===== config.mk =====
export PLATFORM = sky130hd
export DESIGN_NAME = microstepper_top
export DESIGN_NICKNAME = d
export VERILOG_FILES = /design/src/source/stepper_pkg.sv /design/src/source/step_sequencer.sv /design/src/source/reference_pwm.sv /design/src/source/coil_chopper.sv /design/src/source/gate_drive.sv /design/src/source/microstepper_top.sv
export SDC_FILE = /design/constraint.sdc
export NUM_CORES = 1
export LEC_CHECK = 0
export BUFFER_PORTS_ARGS = -buffer_cell sky130_fd_sc_hd__buf_2
export CAP_MARGIN = 20
export CORE_ASPECT_RATIO = 1.5
export CORE_MARGIN = 4
export CORE_UTILIZATION = 40
export CTS_CLUSTER_DIAMETER = 60
export CTS_CLUSTER_SIZE = 40
export DETAILED_ROUTE_END_ITERATION = 6
export GPL_ROUTABILITY_DRIVEN = 1
export MAX_ROUTING_LAYER = met4
export SETUP_SLACK_MARGIN = 0.3
export SYNTH_ARGS = -nofsm -noshare
export SYNTH_HDL_FRONTEND = slang
export SYNTH_SLANG_ARGS = --single-unit

===== constraint.sdc =====
create_clock -name clk -period 5.95 [get_ports clk]
set_input_delay 1.19 -clock clk [delete_from_list [all_inputs] [get_ports clk]]
set_output_delay 1.19 -clock clk [all_outputs]
set_load 0.05 [all_outputs]

===== src/source/stepper_pkg.sv =====
package stepper_pkg;

    // ====================
    // Widths
    // ====================

    typedef logic [7:0] current_t;     // Coil current magnitude, 255 is full scale.
    typedef logic [6:0] phase_t;       // Electrical phase, 128 microsteps per cycle.
    typedef logic [5:0] quarter_idx_t; // Index into the quarter-wave table, 0 to 32.
    typedef logic [9:0] long_time_t;   // Off-time and fast decay durations.
    typedef logic [7:0] short_time_t;  // Blanking, minimum on-time and pump period.
    typedef logic [11:0] on_count_t;   // Wide enough to reach max_on_cycles.
    typedef logic [2:0] dead_count_t;  // Wide enough to reach dead_cycles.

    typedef struct packed {
        current_t magnitude;
        logic negative;
    } coil_target_t;

    typedef struct packed {
        long_time_t offtime;
        short_time_t blanktime;
        long_time_t fastdecay_time;
        short_time_t min_on_time;
    } chop_config_t;

    // Switch requests for the two legs of one H-bridge.
    typedef struct packed {
        logic [1:0] high;
        logic [1:0] low;
    } bridge_switches_t;

    typedef enum logic [1:0] {
        mode_off,
        mode_forward,
        mode_reverse,
        mode_slow_decay
    } bridge_mode_t;

    typedef enum logic [1:0] {
        st_idle,
        st_on,
        st_fast_decay,
        st_slow_decay
    } chop_state_t;

    // ====================
    // Constants
    // ====================

    // First quarter of a sine, 255 * sin(pi/2 * i/32).
    localparam current_t sine_table [0:32] = '{
        8'd0,   8'd13,  8'd25,  8'd37,  8'd50,  8'd62,  8'd74,  8'd86,
        8'd98,  8'd109, 8'd120, 8'd131, 8'd142, 8'd152, 8'd162, 8'd171,
        8'd180, 8'd189, 8'd197, 8'd205, 8'd212, 8'd219, 8'd225, 8'd231,
        8'd236, 8'd240, 8'd244, 8'd247, 8'd250, 8'd252, 8'd254, 8'd255,
        8'd255
    };

    localparam int dead_cycles = 4;
    localparam int max_on_cycles = 4095;

endpackage


===== src/source/step_sequencer.sv =====
`timescale 1ns/1ps

module step_sequencer (
    input  logic                      clk,
    input  logic                      resetn,
    input  logic                      step,
    input  logic                      dir,
    input  logic                      enable,
    output stepper_pkg::coil_target_t target_a,
    output stepper_pkg::coil_target_t target_b
);

    logic step_q;
    logic step_prev;
    logic step_rise;
    stepper_pkg::phase_t phase;
    stepper_pkg::phase_t phase_b;

    // Folds a phase into the quarter-wave table and returns the signed target.
    function automatic stepper_pkg::coil_target_t fold_phase(input stepper_pkg::phase_t p);
        stepper_pkg::quarter_idx_t remainder;
        stepper_pkg::quarter_idx_t idx;
        stepper_pkg::coil_target_t result;
        remainder = {1'b0, p[4:0]};
        if (p[5]) begin
            idx = 6'd32 - remainder; // Quadrants 1 and 3 run the table backwards.
        end else begin
            idx = remainder;
        end
        result.magnitude = stepper_pkg::sine_table[idx];
        result.negative = p[6]; // Second half of the cycle is negative.
        return result;
    endfunction

    assign step_rise = step_q & ~step_prev;
    assign phase_b = phase + 7'd32; // Cosine leads sine by a quarter cycle.

    // ====================
    // Step edge and phase
    // ====================

    always_ff @(posedge clk) begin
        if (!resetn) begin
            step_q <= 1'b0;
            step_prev <= 1'b0;
            phase <= '0;
        end else begin
            step_q <= step;
            step_prev <= step_q;
            if (step_rise && enable) begin
                if (dir) begin
                    phase <= phase + 1'b1;
                end else begin
                    phase <= phase - 1'b1; // Wraps from 0 to 127.
                end
            end
        end
    end

    // Targets follow the phase one clock later.
    always_ff @(posedge clk) begin
        target_a <= fold_phase(phase);
        target_b <= fold_phase(phase_b);
    end

endmodule


===== src/source/reference_pwm.sv =====
`timescale 1ns/1ps

module reference_pwm (
    input  logic                  clk,
    input  logic                  resetn,
    input  stepper_pkg::current_t duty,
    output logic                  pwm
);

    stepper_pkg::current_t count;
    stepper_pkg::current_t duty_q;
    stepper_pkg::current_t active_duty;

    // The new duty takes effect from the first count of a period.
    assign active_duty = (count == '0) ? duty : duty_q;

    always_ff @(posedge clk) begin
        if (!resetn) begin
            count <= '0;
            duty_q <= '0;
            pwm <= 1'b0;
        end else begin
            count <= count + 1'b1; // Free running, period of 256 clocks.
            if (count == '0) begin
                duty_q <= duty;
            end
            pwm <= (count < active_duty);
        end
    end

endmodule


===== src/source/coil_chopper.sv =====
`timescale 1ns/1ps

module coil_chopper (
    input  logic                      clk,
    input  logic                      resetn,
    input  logic                      enable,
    input  stepper_pkg::coil_target_t target,
    input  stepper_pkg::chop_config_t chop_config,
    input  logic                      over_current,
    output stepper_pkg::bridge_mode_t mode,
    output logic                      overtime
);

    stepper_pkg::chop_state_t state;
    stepper_pkg::chop_state_t next_state;
    stepper_pkg::on_count_t on_count;
    stepper_pkg::long_time_t off_count;
    stepper_pkg::short_time_t hold_time;
    logic [10:0] off_elapsed;
    logic zero_target;
    logic drive_negative;
    logic next_negative;
    logic entering_on;
    logic entering_off;
    logic in_off;

    assign zero_target = (target.magnitude == '0);
    assign off_elapsed = {1'b0, off_count} + 11'd1;

    // The comparator is ignored until both blanking and minimum on-time are over.
    assign hold_time = (chop_config.blanktime > chop_config.min_on_time)
        ? chop_config.blanktime : chop_config.min_on_time;

    // ====================
    // Next state
    // ====================

    always_comb begin
        next_state = state;
        case (state)
            stepper_pkg::st_idle: begin
                next_state = zero_target ? stepper_pkg::st_slow_decay : stepper_pkg::st_on;
            end
            stepper_pkg::st_on: begin
                if (zero_target) begin
                    next_state = stepper_pkg::st_slow_decay;
                end else if (on_count >= stepper_pkg::on_count_t'(hold_time) && over_current) begin
                    next_state = stepper_pkg::st_fast_decay;
                end
            end
            stepper_pkg::st_fast_decay: begin
                if (off_elapsed >= {1'b0, chop_config.fastdecay_time}) begin
                    next_state = stepper_pkg::st_slow_decay;
                end
            end
            stepper_pkg::st_slow_decay: begin
                // Off-time runs from the start of fast decay.
                if (!zero_target && off_elapsed >= {1'b0, chop_config.offtime}) begin
                    next_state = stepper_pkg::st_on;
                end
            end
            default: next_state = stepper_pkg::st_idle;
        endcase
        if (!enable) begin
            next_state = stepper_pkg::st_idle;
        end
    end

    assign entering_on = (next_state == stepper_pkg::st_on) && (state != stepper_pkg::st_on);
    assign in_off = (state == stepper_pkg::st_fast_decay) || (state == stepper_pkg::st_slow_decay);
    assign entering_off = !in_off && ((next_state == stepper_pkg::st_fast_decay) ||
        (next_state == stepper_pkg::st_slow_decay));

    // Polarity is taken once per chopping cycle and held through the decay.
    assign next_negative = entering_on ? target.negative : drive_negative;

    // ====================
    // State, counters, mode
    // ====================

    always_ff @(posedge clk) begin
        if (!resetn) begin
            state <= stepper_pkg::st_idle;
            on_count <= '0;
            off_count <= '0;
            drive_negative <= 1'b0;
            mode <= stepper_pkg::mode_off;
        end else begin
            state <= next_state;
            drive_negative <= next_negative;
            if (entering_on) begin
                on_count <= '0;
            end else if (on_count != '1) begin
                on_count <= on_count + 1'b1; // Saturates at max_on_cycles.
            end
            if (entering_off) begin
                off_count <= '0;
            end else if (off_count != '1) begin
                off_count <= off_count + 1'b1;
            end
            case (next_state)
                stepper_pkg::st_on: begin
                    mode <= next_negative ? stepper_pkg::mode_reverse : stepper_pkg::mode_forward;
                end
                stepper_pkg::st_fast_decay: begin
                    // Driving against the current returns it to the supply.
                    mode <= next_negative ? stepper_pkg::mode_forward : stepper_pkg::mode_reverse;
                end
                stepper_pkg::st_slow_decay: mode <= stepper_pkg::mode_slow_decay;
                default: mode <= stepper_pkg::mode_off;
            endcase
        end
    end

    assign overtime = (state == stepper_pkg::st_on) &&
        (on_count == stepper_pkg::on_count_t'(stepper_pkg::max_on_cycles));

endmodule


===== src/source/gate_drive.sv =====
`timescale 1ns/1ps

module gate_drive (
    input  logic                      clk,
    input  logic                      resetn,
    input  stepper_pkg::bridge_mode_t mode_a,
    input  stepper_pkg::bridge_mode_t mode_b,
    input  logic                      overtime_a,
    input  logic                      overtime_b,
    input  stepper_pkg::short_time_t  chargepump_period,
    input  logic                      invert_highside,
    input  logic                      invert_lowside,
    output logic [3:0]                s_h,
    output logic [3:0]                s_l,
    output logic                      chargepump_pin,
    output logic                      fault
);

    stepper_pkg::bridge_switches_t want_a;
    stepper_pkg::bridge_switches_t want_b;
    logic [3:0] want_h;
    logic [3:0] want_l;
    logic [3:0] h_q;
    logic [3:0] l_q;
    stepper_pkg::dead_count_t off_h [4];
    stepper_pkg::dead_count_t off_l [4];
    logic fault_q;
    logic fault_next;
    stepper_pkg::short_time_t cp_count;
    logic cp_q;

    function automatic stepper_pkg::bridge_switches_t decode_mode(
        input stepper_pkg::bridge_mode_t m
    );
        stepper_pkg::bridge_switches_t sw;
        sw = '0;
        case (m)
            stepper_pkg::mode_forward: begin
                sw.high[0] = 1'b1;
                sw.low[1] = 1'b1;
            end
            stepper_pkg::mode_reverse: begin
                sw.high[1] = 1'b1;
                sw.low[0] = 1'b1;
            end
            stepper_pkg::mode_slow_decay: sw.low = 2'b11; // Both low sides recirculate.
            default: sw = '0;
        endcase
        return sw;
    endfunction

    always_comb begin
        want_a = decode_mode(mode_a);
        want_b = decode_mode(mode_b);
        want_h = {want_b.high, want_a.high}; // Coil B sits on bits 2 and 3.
        want_l = {want_b.low, want_a.low};
    end

    // Switches drop in the same clock that the fault latches.
    assign fault_next = fault_q | overtime_a | overtime_b;

    // ====================
    // Switches and dead time
    // ====================

    always_ff @(posedge clk) begin
        if (!resetn) begin
            h_q <= '0;
            l_q <= '0;
            fault_q <= 1'b0;
            for (int k = 0; k < 4; k++) begin
                off_h[k] <= '0;
                off_l[k] <= '0;
            end
        end else begin
            fault_q <= fault_next;
            for (int k = 0; k < 4; k++) begin
                h_q[k] <= want_h[k] && !fault_next && (h_q[k] ||
                    (!l_q[k] && off_l[k] == stepper_pkg::dead_count_t'(stepper_pkg::dead_cycles - 1)));
                l_q[k] <= want_l[k] && !fault_next && (l_q[k] ||
                    (!h_q[k] && off_h[k] == stepper_pkg::dead_count_t'(stepper_pkg::dead_cycles - 1)));
                if (h_q[k]) begin
                    off_h[k] <= '0;
                end else if (off_h[k] != stepper_pkg::dead_count_t'(stepper_pkg::dead_cycles - 1)) begin
                    off_h[k] <= off_h[k] + 1'b1;
                end
                if (l_q[k]) begin
                    off_l[k] <= '0;
                end else if (off_l[k] != stepper_pkg::dead_count_t'(stepper_pkg::dead_cycles - 1)) begin
                    off_l[k] <= off_l[k] + 1'b1;
                end
            end
        end
    end

    // Charge pump clock toggles once per period.
    always_ff @(posedge clk) begin
        if (!resetn) begin
            cp_count <= '0;
            cp_q <= 1'b0;
        end else if (cp_count == chargepump_period - 1'b1) begin
            cp_count <= '0;
            cp_q <= ~cp_q;
        end else begin
            cp_count <= cp_count + 1'b1;
        end
    end

    assign s_h = h_q ^ {4{invert_highside}};
    assign s_l = l_q ^ {4{invert_lowside}};
    assign chargepump_pin = cp_q;
    assign fault = fault_q;

endmodule


===== src/source/microstepper_top.sv =====
`timescale 1ns/1ps

module microstepper_top (
    input  logic                      clk,
    input  logic                      resetn,
    input  logic                      step,
    input  logic                      dir,
    input  logic                      enable,
    input  stepper_pkg::chop_config_t chop_config,
    input  stepper_pkg::short_time_t  chargepump_period,
    input  logic                      invert_highside,
    input  logic                      invert_lowside,
    input  logic                      analog_cmp1,
    input  logic                      analog_cmp2,
    output logic [3:0]                s_h,
    output logic [3:0]                s_l,
    output logic                      analog_out1,
    output logic                      analog_out2,
    output logic                      chargepump_pin,
    output logic                      fault
);

    stepper_pkg::coil_target_t target_a;
    stepper_pkg::coil_target_t target_b;
    stepper_pkg::bridge_mode_t mode_a;
    stepper_pkg::bridge_mode_t mode_b;
    logic overtime_a;
    logic overtime_b;

    step_sequencer step_sequencer_i (
        .clk      (clk),
        .resetn   (resetn),
        .step     (step),
        .dir      (dir),
        .enable   (enable),
        .target_a (target_a),
        .target_b (target_b)
    );

    // ====================
    // Coil A
    // ====================

    reference_pwm reference_pwm_a (
        .clk    (clk),
        .resetn (resetn),
        .duty   (target_a.magnitude),
        .pwm    (analog_out1)
    );

    coil_chopper coil_chopper_a (
        .clk          (clk),
        .resetn       (resetn),
        .enable       (enable),
        .target       (target_a),
        .chop_config  (chop_config),
        .over_current (analog_cmp1),
        .mode         (mode_a),
        .overtime     (overtime_a)
    );

    // ====================
    // Coil B
    // ====================

    reference_pwm reference_pwm_b (
        .clk    (clk),
        .resetn (resetn),
        .duty   (target_b.magnitude),
        .pwm    (analog_out2)
    );

    coil_chopper coil_chopper_b (
        .clk          (clk),
        .resetn       (resetn),
        .enable       (enable),
        .target       (target_b),
        .chop_config  (chop_config),
        .over_current (analog_cmp2),
        .mode         (mode_b),
        .overtime     (overtime_b)
    );

    gate_drive gate_drive_i (
        .clk               (clk),
        .resetn            (resetn),
        .mode_a            (mode_a),
        .mode_b            (mode_b),
        .overtime_a        (overtime_a),
        .overtime_b        (overtime_b),
        .chargepump_period (chargepump_period),
        .invert_highside   (invert_highside),
        .invert_lowside    (invert_lowside),
        .s_h               (s_h),
        .s_l               (s_l),
        .chargepump_pin    (chargepump_pin),
        .fault             (fault)
    );

endmodule


==> results of run 1 <==
[power by group through the flow]
| stage | sequential, uW | clock, uW | combinational [uW] |
|---|---|---|---|
| global route | 1320 | 1200 | 712 |
| detailed placement | 1320 | 0 | 613 |
| CTS | 1300 | 1150 | 618 |
| global placement | 1320 | 0 | 601 |
| floorplan | 1310 | 0 | 470 |
| finish | 1300 | 1120 | 610 |
[registers in the layout, indices dropped and copies added, names as in the netlist, 7 cells and up]
| register | count |
|---|---|
| gate_drive_i.off_h | 12 |
| reference_pwm_b.duty_q | 8 |
| coil_chopper_b.on_count | 12 |
| gate_drive_i.cp_count | 8 |
| step_sequencer_i.target_a | 9 |
| coil_chopper_a.off_count | 10 |
| reference_pwm_b.count | 8 |
| step_sequencer_i.target_b | 9 |
| coil_chopper_b.off_count | 10 |
| coil_chopper_a.on_count | 12 |
| reference_pwm_a.count | 8 |
| gate_drive_i.off_l | 12 |
| step_sequencer_i.phase | 7 |
| reference_pwm_a.duty_q | 8 |
[final cells by class]
| class | count | area [um2] |
|---|---|---|
| Clock buffer | 22 | 496.7 |
| Clock inverter | 10 | 125.1 |
| Fill cell | 2392 | 12840 |
| Inverter | 82 | 307.8 |
| Multi-Input combinational cell | 826 | 5928 |
| Sequential cell | 157 | 3383 |
| Tap cell | 319 | 399.1 |
| Timing Repair Buffer | 68 | 347.8 |
[synth_stat cells (3+ instances only)]
master	n	area share
a2111oi_0	5	0.0045
a211oi_1	7	0.0054
a21o_1	15	0.012
a21oi_1	54	0.028
a221oi_1	3	0.0027
a22oi_1	5	0.0039
a31oi_1	6	0.0039
and2_1	11	0.0071
and3_1	21	0.014
and4_1	3	0.0027
buf_2	3	0.0015
clkbuf_1	18	0.0069
dfxtp_1	133	0.27
edfxtp_1	24	0.074
ha_1	126	0.16
inv_1	82	0.032
mux2i_1	33	0.034
nand2_1	64	0.025
nand2b_1	14	0.0090
nand3_1	43	0.022
nand3b_1	8	0.0062
nand4_1	14	0.0090
nor2_1	141	0.054
nor2b_1	5	0.0032
nor3_1	11	0.0057
nor4_1	11	0.0071
nor4b_1	4	0.0036
o211ai_1	6	0.0046
o21a_1	13	0.010
o21ai_0	43	0.022
o22ai_1	3	0.0019
o31ai_1	7	0.0054
or3_1	11	0.0071
or4_1	3	0.0023
xnor2_1	38	0.034
xor2_1	49	0.044
[worst max-delay path: cells and delay by family]
kind / cells / cell delay (ns)
AOI/OAI and AO/OA: 10 / 2.21
adders and majority gates: 2 / 0.59
buffers and inverters: 3 / 0.36
muxes: 1 / 0.31
and+or+nand+nor: 1 / 0.13
[per-stage QoR]
step / hold WS (ns) / setup WS, ns / cells / power, uW
after detailed placement: 0.3833 / 1.057 / 1450 / 1936
after global placement: 0.3779 / 1.133 / 1450 / 1920
after floorplan: 0.3673 / 1.367 / 1088 / 1778
after CTS: 0.3924 / 1.510 / 1482 / 3070
final: 0.3909 / 1.506 / 1484 / 3029
after global routing: 0.4027 / 1.216 / 1484 / 3226
[cell families (layout without fill, tap and decap cells)]
logic type	Yosys count	after routing
and+or+nand+nor	372	372
AOI/OAI and AO/OA	202	202
DFF	157	157
adders and majority gates	127	127
buffers and inverters	105	182
xor gates and xnor gates	88	88
muxes	37	37
[metal layers]
layer	track usage	part of all wire	routed length, um
met5	-	0	0
met4	0.05529	0.019	393
met3	0.02530	0.028	572
met2	0.2962	0.53	10720
met1	0.1768	0.42	8575
[final timing paths]
check / startpoint / endpoint / slack [ns] / cells after the start
max reg2reg: coil_chopper_a.off_count[0] / coil_chopper_a.mode[1] / 2.56 / 13
max: chop_config[1] / coil_chopper_a.mode[1] / 1.51 / 17
min reg2reg: step_sequencer_i.phase[6] / step_sequencer_i.target_a[0] / 0.39 / 0
min: step_sequencer_i.phase[6] / step_sequencer_i.target_a[0] / 0.39 / 0
==> summary.md, run 1 <==
| Metric | Value |
|---|---|
| CP required | `roughly 6.3 ns` |
| CP max stage cell | `a2111oi_0` |
| Outcome | `finished, final reports clean` |
| Antenna Cells | `0` |
| First drt pass iteration count | `4` |
| Adder-Cell Fraction of Synth Area | `0.1642` |
| Synth Area in Simple Gates | `0.1849` |
| Post-CTS setup buffers | `0` |
| Antenna violations before repair | `0` |
| Final Instance Area | `around 11000 um2` |
| Synthesis-to-layout area growth | `12.99%` |
| Comb pwr share | `0.201` |
| EDFF count, synth | `24` |
| Wire length per cell | `13.65 um` |
| Global-route wire length before repair | `roughly 35 mm` |
| Share of post-route cells with drive strength above 1 | `0.1039` |
| CP Data Arrival Time | `about 4.8 ns` |
| Critical path launch point type | `input pin` |
| Syn Nets | `1268` |
| Xor-xnor portion of the synthesized cell area | `0.08003` |
| Clock sinks | `about 160` |
| Setup TNS | `0 ns` |
| Initial Utilization | `0.4081` |
| F_max | `225.0 MHz` |
| NetSw | `about 860 uW` |
| Core Area | `about 24000 um2` |
| Via count | `between 7000 and 8000` |
| CTS Buf Count | `17` |
| Leakage Power | `a little over 0.005 uW` |
| Hold Vio Cnt, Final | `0` |
| Max cap viols | `0` |
| Final worst-path cycle share | `0.7469` |
| 1st-iter DRT viols | `about 240` |
| Die width | `roughly 140 um` |
| Input/output buffers | `64` |
| Synth Flop Type | `dfxtp_1` |
| Final Core Density | `0.4611` |
| Slew @ Worst Pin | `approximately 1.1 ns` |
| Worst path cell trace | `buf_2, inv_1, ha_1, nor2b_1, o211ai_1, a21oi_1, o32ai_2, buf_4, mux2i_1, ha_1, a2111oi_0, o21ai_0, a21oi_1, a211oi_2, o211a_1, a211o_1, a221oi_2` |
| CTS Buffer Depth | `2` |
| Clk pin slew, worst setup/hold paths | `around 0.060 ns` |
| Gp weighted congestion | `0.8672` |
| Kind of critical path | `in2reg` |
| Crit. End Element | `flop` |
| Detail Route Antenna Nets | `0` |
| Placed inst area | `around 10000 um2` |
| RSZ-0062 raised after global routing | `no` |
| Largest net degree at the start of global routing | `38` |
| Fin nets | `1332` |
| Combinational family with the most area after synthesis | `simple AND/OR/NAND/NOR gates` |
| DP HPWL | `about 16 mm` |
| Crit path time final | `4.444 ns` |
| Asr flop ratio synth | `0` |
| Gr ovfl total | `0` |
| Register area share after synthesis | `0.3479` |
| Register share of total power | `0.429` |
| Post-CTS Hold Buffers | `0` |
| H-tree levels | `4` |
| Clock power frac | `0.370` |
| Slew Limit Fails | `0` |
| Root buffer cell | `clkbuf_16` |
| Vias in the first global route | `approximately 7700` |
| Total GRT Usage | `0.1617` |
| Synth warnings | `0` |
| Worst min-delay path category | `reg2reg` |
| Drt via density | `5.187` |
| Die area | `between 20000 and 30000 um2` |
| Netlist cell types | `76` |
| Setup Viol. Count Final | `0` |
| Crit-path max cell delay | `~0.37 ns` |
| Relative slew slack | `0.2766` |
| Cells after synthesis | `approximately 1100` |
| CTS tree | `done` |
| Complex-gate fraction of the synthesized area | `0.1410` |
| Crit-path max FO | `6` |
| Switching Fraction | `0.2836` |
| VDD IR max | `186.3 uV` |
| Number of synthesized register bits | `roughly 160` |
| Routed WL | `approximately 20 mm` |
| Worst skew pair latency | `roughly 0.43 ns` |
| Die height | `between 150 and 200 um` |
| PwrDens | `between 200 and 300 nW/um2` |
| Avg Cell Area, Syn | `8.938 um2` |
| Syn Std Cell Area | `around 9700 um2` |
| DRC viols | `0` |
| Clk_skew | `~0.011 ns` |
| Post-synthesis mux area share | `0.03899` |
| Leading cell type in the layout, fill and taps excluded | `nor2_1` |
| Post-CTS sizing | `0` |
| Most frequent cells in the layout | `141 x nor2_1, 133 x dfxtp_1, 126 x ha_1, 81 x inv_1, 65 x buf_2` |
| I/O pins | `between 60 and 70` |
| P_int | `between 2000 and 2500 uW` |
| Site Rows | `69` |
Power figures use the tool's default switching activity.
==> inputs of run 2 (changes only) <==
- ABC_AREA: default -> 1
- clock period: 5.95 -> 3.94 ns (I/O delays scaled with it)
==> run 2 against run 1 <==
Net effect:
- sequential share of layout area is 0.43 points lower
- sequential power increased by 51%
- clock power rose by 34%
- critical path type unchanged
- critical endpoint is now coil_chopper_b.mode[1]
- largest power group unchanged
==> summary.md, run 2 <==
| Metric | Value |
|---|---|
| Top cells by count, synth | `214 x inv_1, 196 x nand2_1, 166 x nor2_1 (was 141 x nor2_1, 133 x dfxtp_1, 126 x ha_1)` |
| Filler instances | `2504 (was 2392)` |
| Gr ovfl total | `0 (unchanged)` |
| Syn Std Cell Area | `9886 um2 (was 9724 um2)` |
| Slew Limit Fails | `0 (unchanged)` |
| Met2 Usage GRT | `0.2966 (was 0.2962)` |
| Largest net degree at the start of global routing | `46 (was 38)` |
| Wire length per cell | `12.17 um (was 13.65 um)` |
| RSZ-0062 raised after global routing | `no (unchanged)` |
| Synth Flop Type | `dfxtp_1 (unchanged)` |
| VDD IR max | `313.5 uV (was 186.3 uV)` |
| Core Area | `24350 um2 (was 23830 um2)` |
| Total GRT Usage | `0.1624 (was 0.1617)` |
| Number of synthesized register bits | `157 (unchanged)` |
| Input/output buffers | `64 (unchanged)` |
| Netlist cell types | `56 (was 76)` |
| M1 GR Usage | `0.1706 (was 0.1768)` |
| Grt peak-use layer | `met2 (unchanged)` |
| Max cap viols | `0 (unchanged)` |
| Worst skew pair latency | `0.42 ns (was 0.43 ns)` |
| Crit path time final | `3.278 ns` |
| Site Rows | `70 (was 69)` |
| F_max | `about 310 MHz` |
| Register Area | `3383 um2 (unchanged)` |
| Via count | `8416 (was 7697)` |
| CTS Buffer Depth | `2 (unchanged)` |
| PwrDens | `396.1 nW/um2 (was 275.6 nW/um2)` |
| Setup TNS | `0 ns (unchanged)` |
| CTS tree | `done (unchanged)` |
| Root buffer cell | `clkbuf_16 (unchanged)` |
| Antenna violations before repair | `0 (unchanged)` |
| Crit-path max FO | `16 (was 6)` |
| Avg Cell Area, Syn | `7.546 um2 (was 8.938 um2)` |
| DRC viols | `0 (unchanged)` |
| CTS Buf Count | `17 (unchanged)` |
| Design Power | `4413 uW (was 3029 uW)` |
| Top cells by area, synth | `dfxtp_1 27%, ha_1 16%, inv_1 8.1% (was dfxtp_1 27%, ha_1 16%, edfxtp_1 7.4%)` |
| Gp weighted congestion | `0.8652 (was 0.8672)` |
| CP required | `4.31 ns (was 6.29 ns)` |
| Die width | `136.4 um (was 135.3 um)` |
| Worst min-delay path category | `reg2reg (unchanged)` |
| I/O pins | `65 (unchanged)` |
| Slew @ Worst Pin | `0.8215 ns (was 1.081 ns)` |
| Clk pin slew, worst setup/hold paths | `0.06 ns (about the same)` |
| CP Data Arrival Time | `3.64 ns (was 4.78 ns)` |
| Asr flop ratio synth | `0 (unchanged)` |
| Crit. End Element | `flop (unchanged)` |
| Detail Route Antenna Nets | `0 (unchanged)` |
| Register area share after synthesis | `0.3422 (was 0.3479)` |
| Post-CTS setup buffers | `0 (unchanged)` |
| Syn Nets | `1490 (was 1268)` |
| Post-synth top area share | `0.2693 (was 0.2738)` |
| Setup Viol. Count Final | `0 (unchanged)` |
| 1st-iter DRT viols | `304 (was 238)` |
| Drt via density | `4.902 (was 5.187)` |
| Hold Vio Cnt, Final | `0 (unchanged)` |
| Leading area contributor after synthesis | `dfxtp_1 (unchanged)` |
| Vias in the first global route | `8166 (was 7660)` |
| Relative slew slack | `0.4478 (was 0.2766)` |
| Multi-input gate area | `5614 um2 (was 5928 um2)` |
| Clk_skew | `0.01236 ns (was 0.01127 ns)` |
| First drt pass iteration count | `5 (was 4)` |
| Post-CTS Hold Buffers | `0 (unchanged)` |
| Post-CTS sizing | `0 (unchanged)` |
| Worst-case hold slack | `0.4003 ns (was 0.3909 ns)` |
| H-tree levels | `4 (unchanged)` |
| Most numerous cell in the Yosys netlist | `inv_1 (was nor2_1)` |
| Global-route wire length before repair | `35.75 mm (was 34.93 mm)` |
| Die height | `200.5 um (was 199.0 um)` |
| Share of post-route cells with drive strength above 1 | `0.09691 (was 0.1039)` |
| Fin nets | `1560 (was 1332)` |
| Met3 Usage GRT | `0.02432 (was 0.02530)` |
| Cells after synthesis | `1310 (was 1088)` |
| Antenna Cells | `0 (unchanged)` |
| Synthesis-to-layout area growth | `12.72% (was 12.99%)` |
| Initial Utilization | `0.4060 (was 0.4081)` |
| Final worst-path cycle share | `0.8319` |
| Most frequent cells in the layout | `214 x inv_1, 196 x nand2_1, 166 x nor2_1, 133 x dfxtp_1, 126 x ha_1 (was 141 x nor2_1, 133 x dfxtp_1, 126 x ha_1, 81 x inv_1, 65 x buf_2)` |
| Leakage Power | `0.005268 uW (was 0.005068 uW)` |
| Kind of critical path | `in2reg (unchanged)` |
| Die area | `27350 um2 (was 26920 um2)` |
| Critical path launch point type | `input pin (unchanged)` |
| EDFF count, synth | `24 (unchanged)` |
| Clock sinks | `157 (unchanged)` |
| Routed WL | `20.89 mm (was 20.26 mm)` |
| DP HPWL | `16.64 mm (was 15.82 mm)` |
| Synth warnings | `0 (unchanged)` |
| Leading cell type in the layout, fill and taps excluded | `inv_1 (was nor2_1)` |
| Outcome | `finished, final reports clean (unchanged)` |
==> run 2: cell types whose count changed in the layout (fill, tap and decap cells not counted), moves of 14 or more <==
cell	previous run	this run
nand2b_1	14	0
and3_1	21	0
nor2_1	141	166
nand2_1	64	196
a21oi_1	54	99
xnor2_1	38	15
o21ai_0	43	63
inv_1	81	214
mux2i_1	33	8
==> run 2: per-stage QoR <==
step,area [um2],setup slack (ns),util,std cells
2_1_floorplan,9886,0.4238,-,1310
3_3_place_gp,10570,0.1909,0.4340,1685
3_5_place_dp,10570,0.1274,0.4340,1685
4_1_cts,11110,0.5670,0.4562,1717
5_1_grt,11140,0.2848,0.4577,1717
6_report,11140,0.6621,0.4577,1717
==> run 2: metal layers <==
metal	up-vias	share of wire
li1	4450	-
met1	3813	0.42
met2	115	0.53
met3	38	0.022
met4	0	0.027
met5	-	0
==> run 2: final cells by class <==
| class | count | share of cell area |
|---|---|---|
| clock buffer | 24 | 0.04323 |
| clock inverter | 8 | 0.005390 |
| inverter | 220 | 0.07411 |
| multi-input combinational | 913 | 0.5038 |
| sequential | 157 | 0.3036 |
| tap | 324 | 0.03638 |
| timing repair buffer | 71 | 0.03346 |
==> run 2: logic make-up (layout without fill, tap and decap cells) <==
group                    count (synthesis)  in the layout  share of synthesized area
XOR/XNOR                                51             51                    0.04518
buffers and inverters                  240            323                    0.09341
multiplexers                             8              8                   0.008101
flip-flops                             157            157                     0.3422
adder cells (fa/ha/maj)                127            127                     0.1615
AO/OA/AOI/OAI                          218            218                     0.1238
AND/OR/NAND/NOR                        509            509                     0.2258
==> run 2: worst max-delay path: stages <==
cell,delay (ns)
buf_2,0.07
inv_1,0.04
ha_1,0.29
nand2_1,0.09
nor2_2,0.20
nand2_1,0.09
nand2_2,0.14
nand2_8,0.10
o21ai_0,0.34
ha_1,0.32
a21o_1,0.18
nor2_1,0.09
nand2_1,0.05
nand2_1,0.07
nand2_1,0.07
nand2_1,0.07
nand2_1,0.07
nand2_2,0.10
nand2_1,0.09
nand2_1,0.12
nand3_2,0.09
nand2_1,0.09
nand2_1,0.05
inv_1,0.04
==> run 2: power by group <==
group          leakage [uW]  internal, uW  switching (uW)  total, uW
clock network      0.000261           860             640       1500
registers           0.00137          1860             104       1960
logic               0.00364           363             588        951
==> run 2: path summary, 6_finish.rpt <==
check	start	to	slack, ns	cells after the start
worst max-delay path	chop_config[7]	coil_chopper_b.mode[1]	0.66	24
worst min-delay path	step_sequencer_i.phase[6]	step_sequencer_i.target_a[0]	0.40	0
worst max register to register	coil_chopper_a.off_count[0]	coil_chopper_a.mode[1]	0.82	19
worst min register to register	step_sequencer_i.phase[6]	step_sequencer_i.target_a[0]	0.40	0
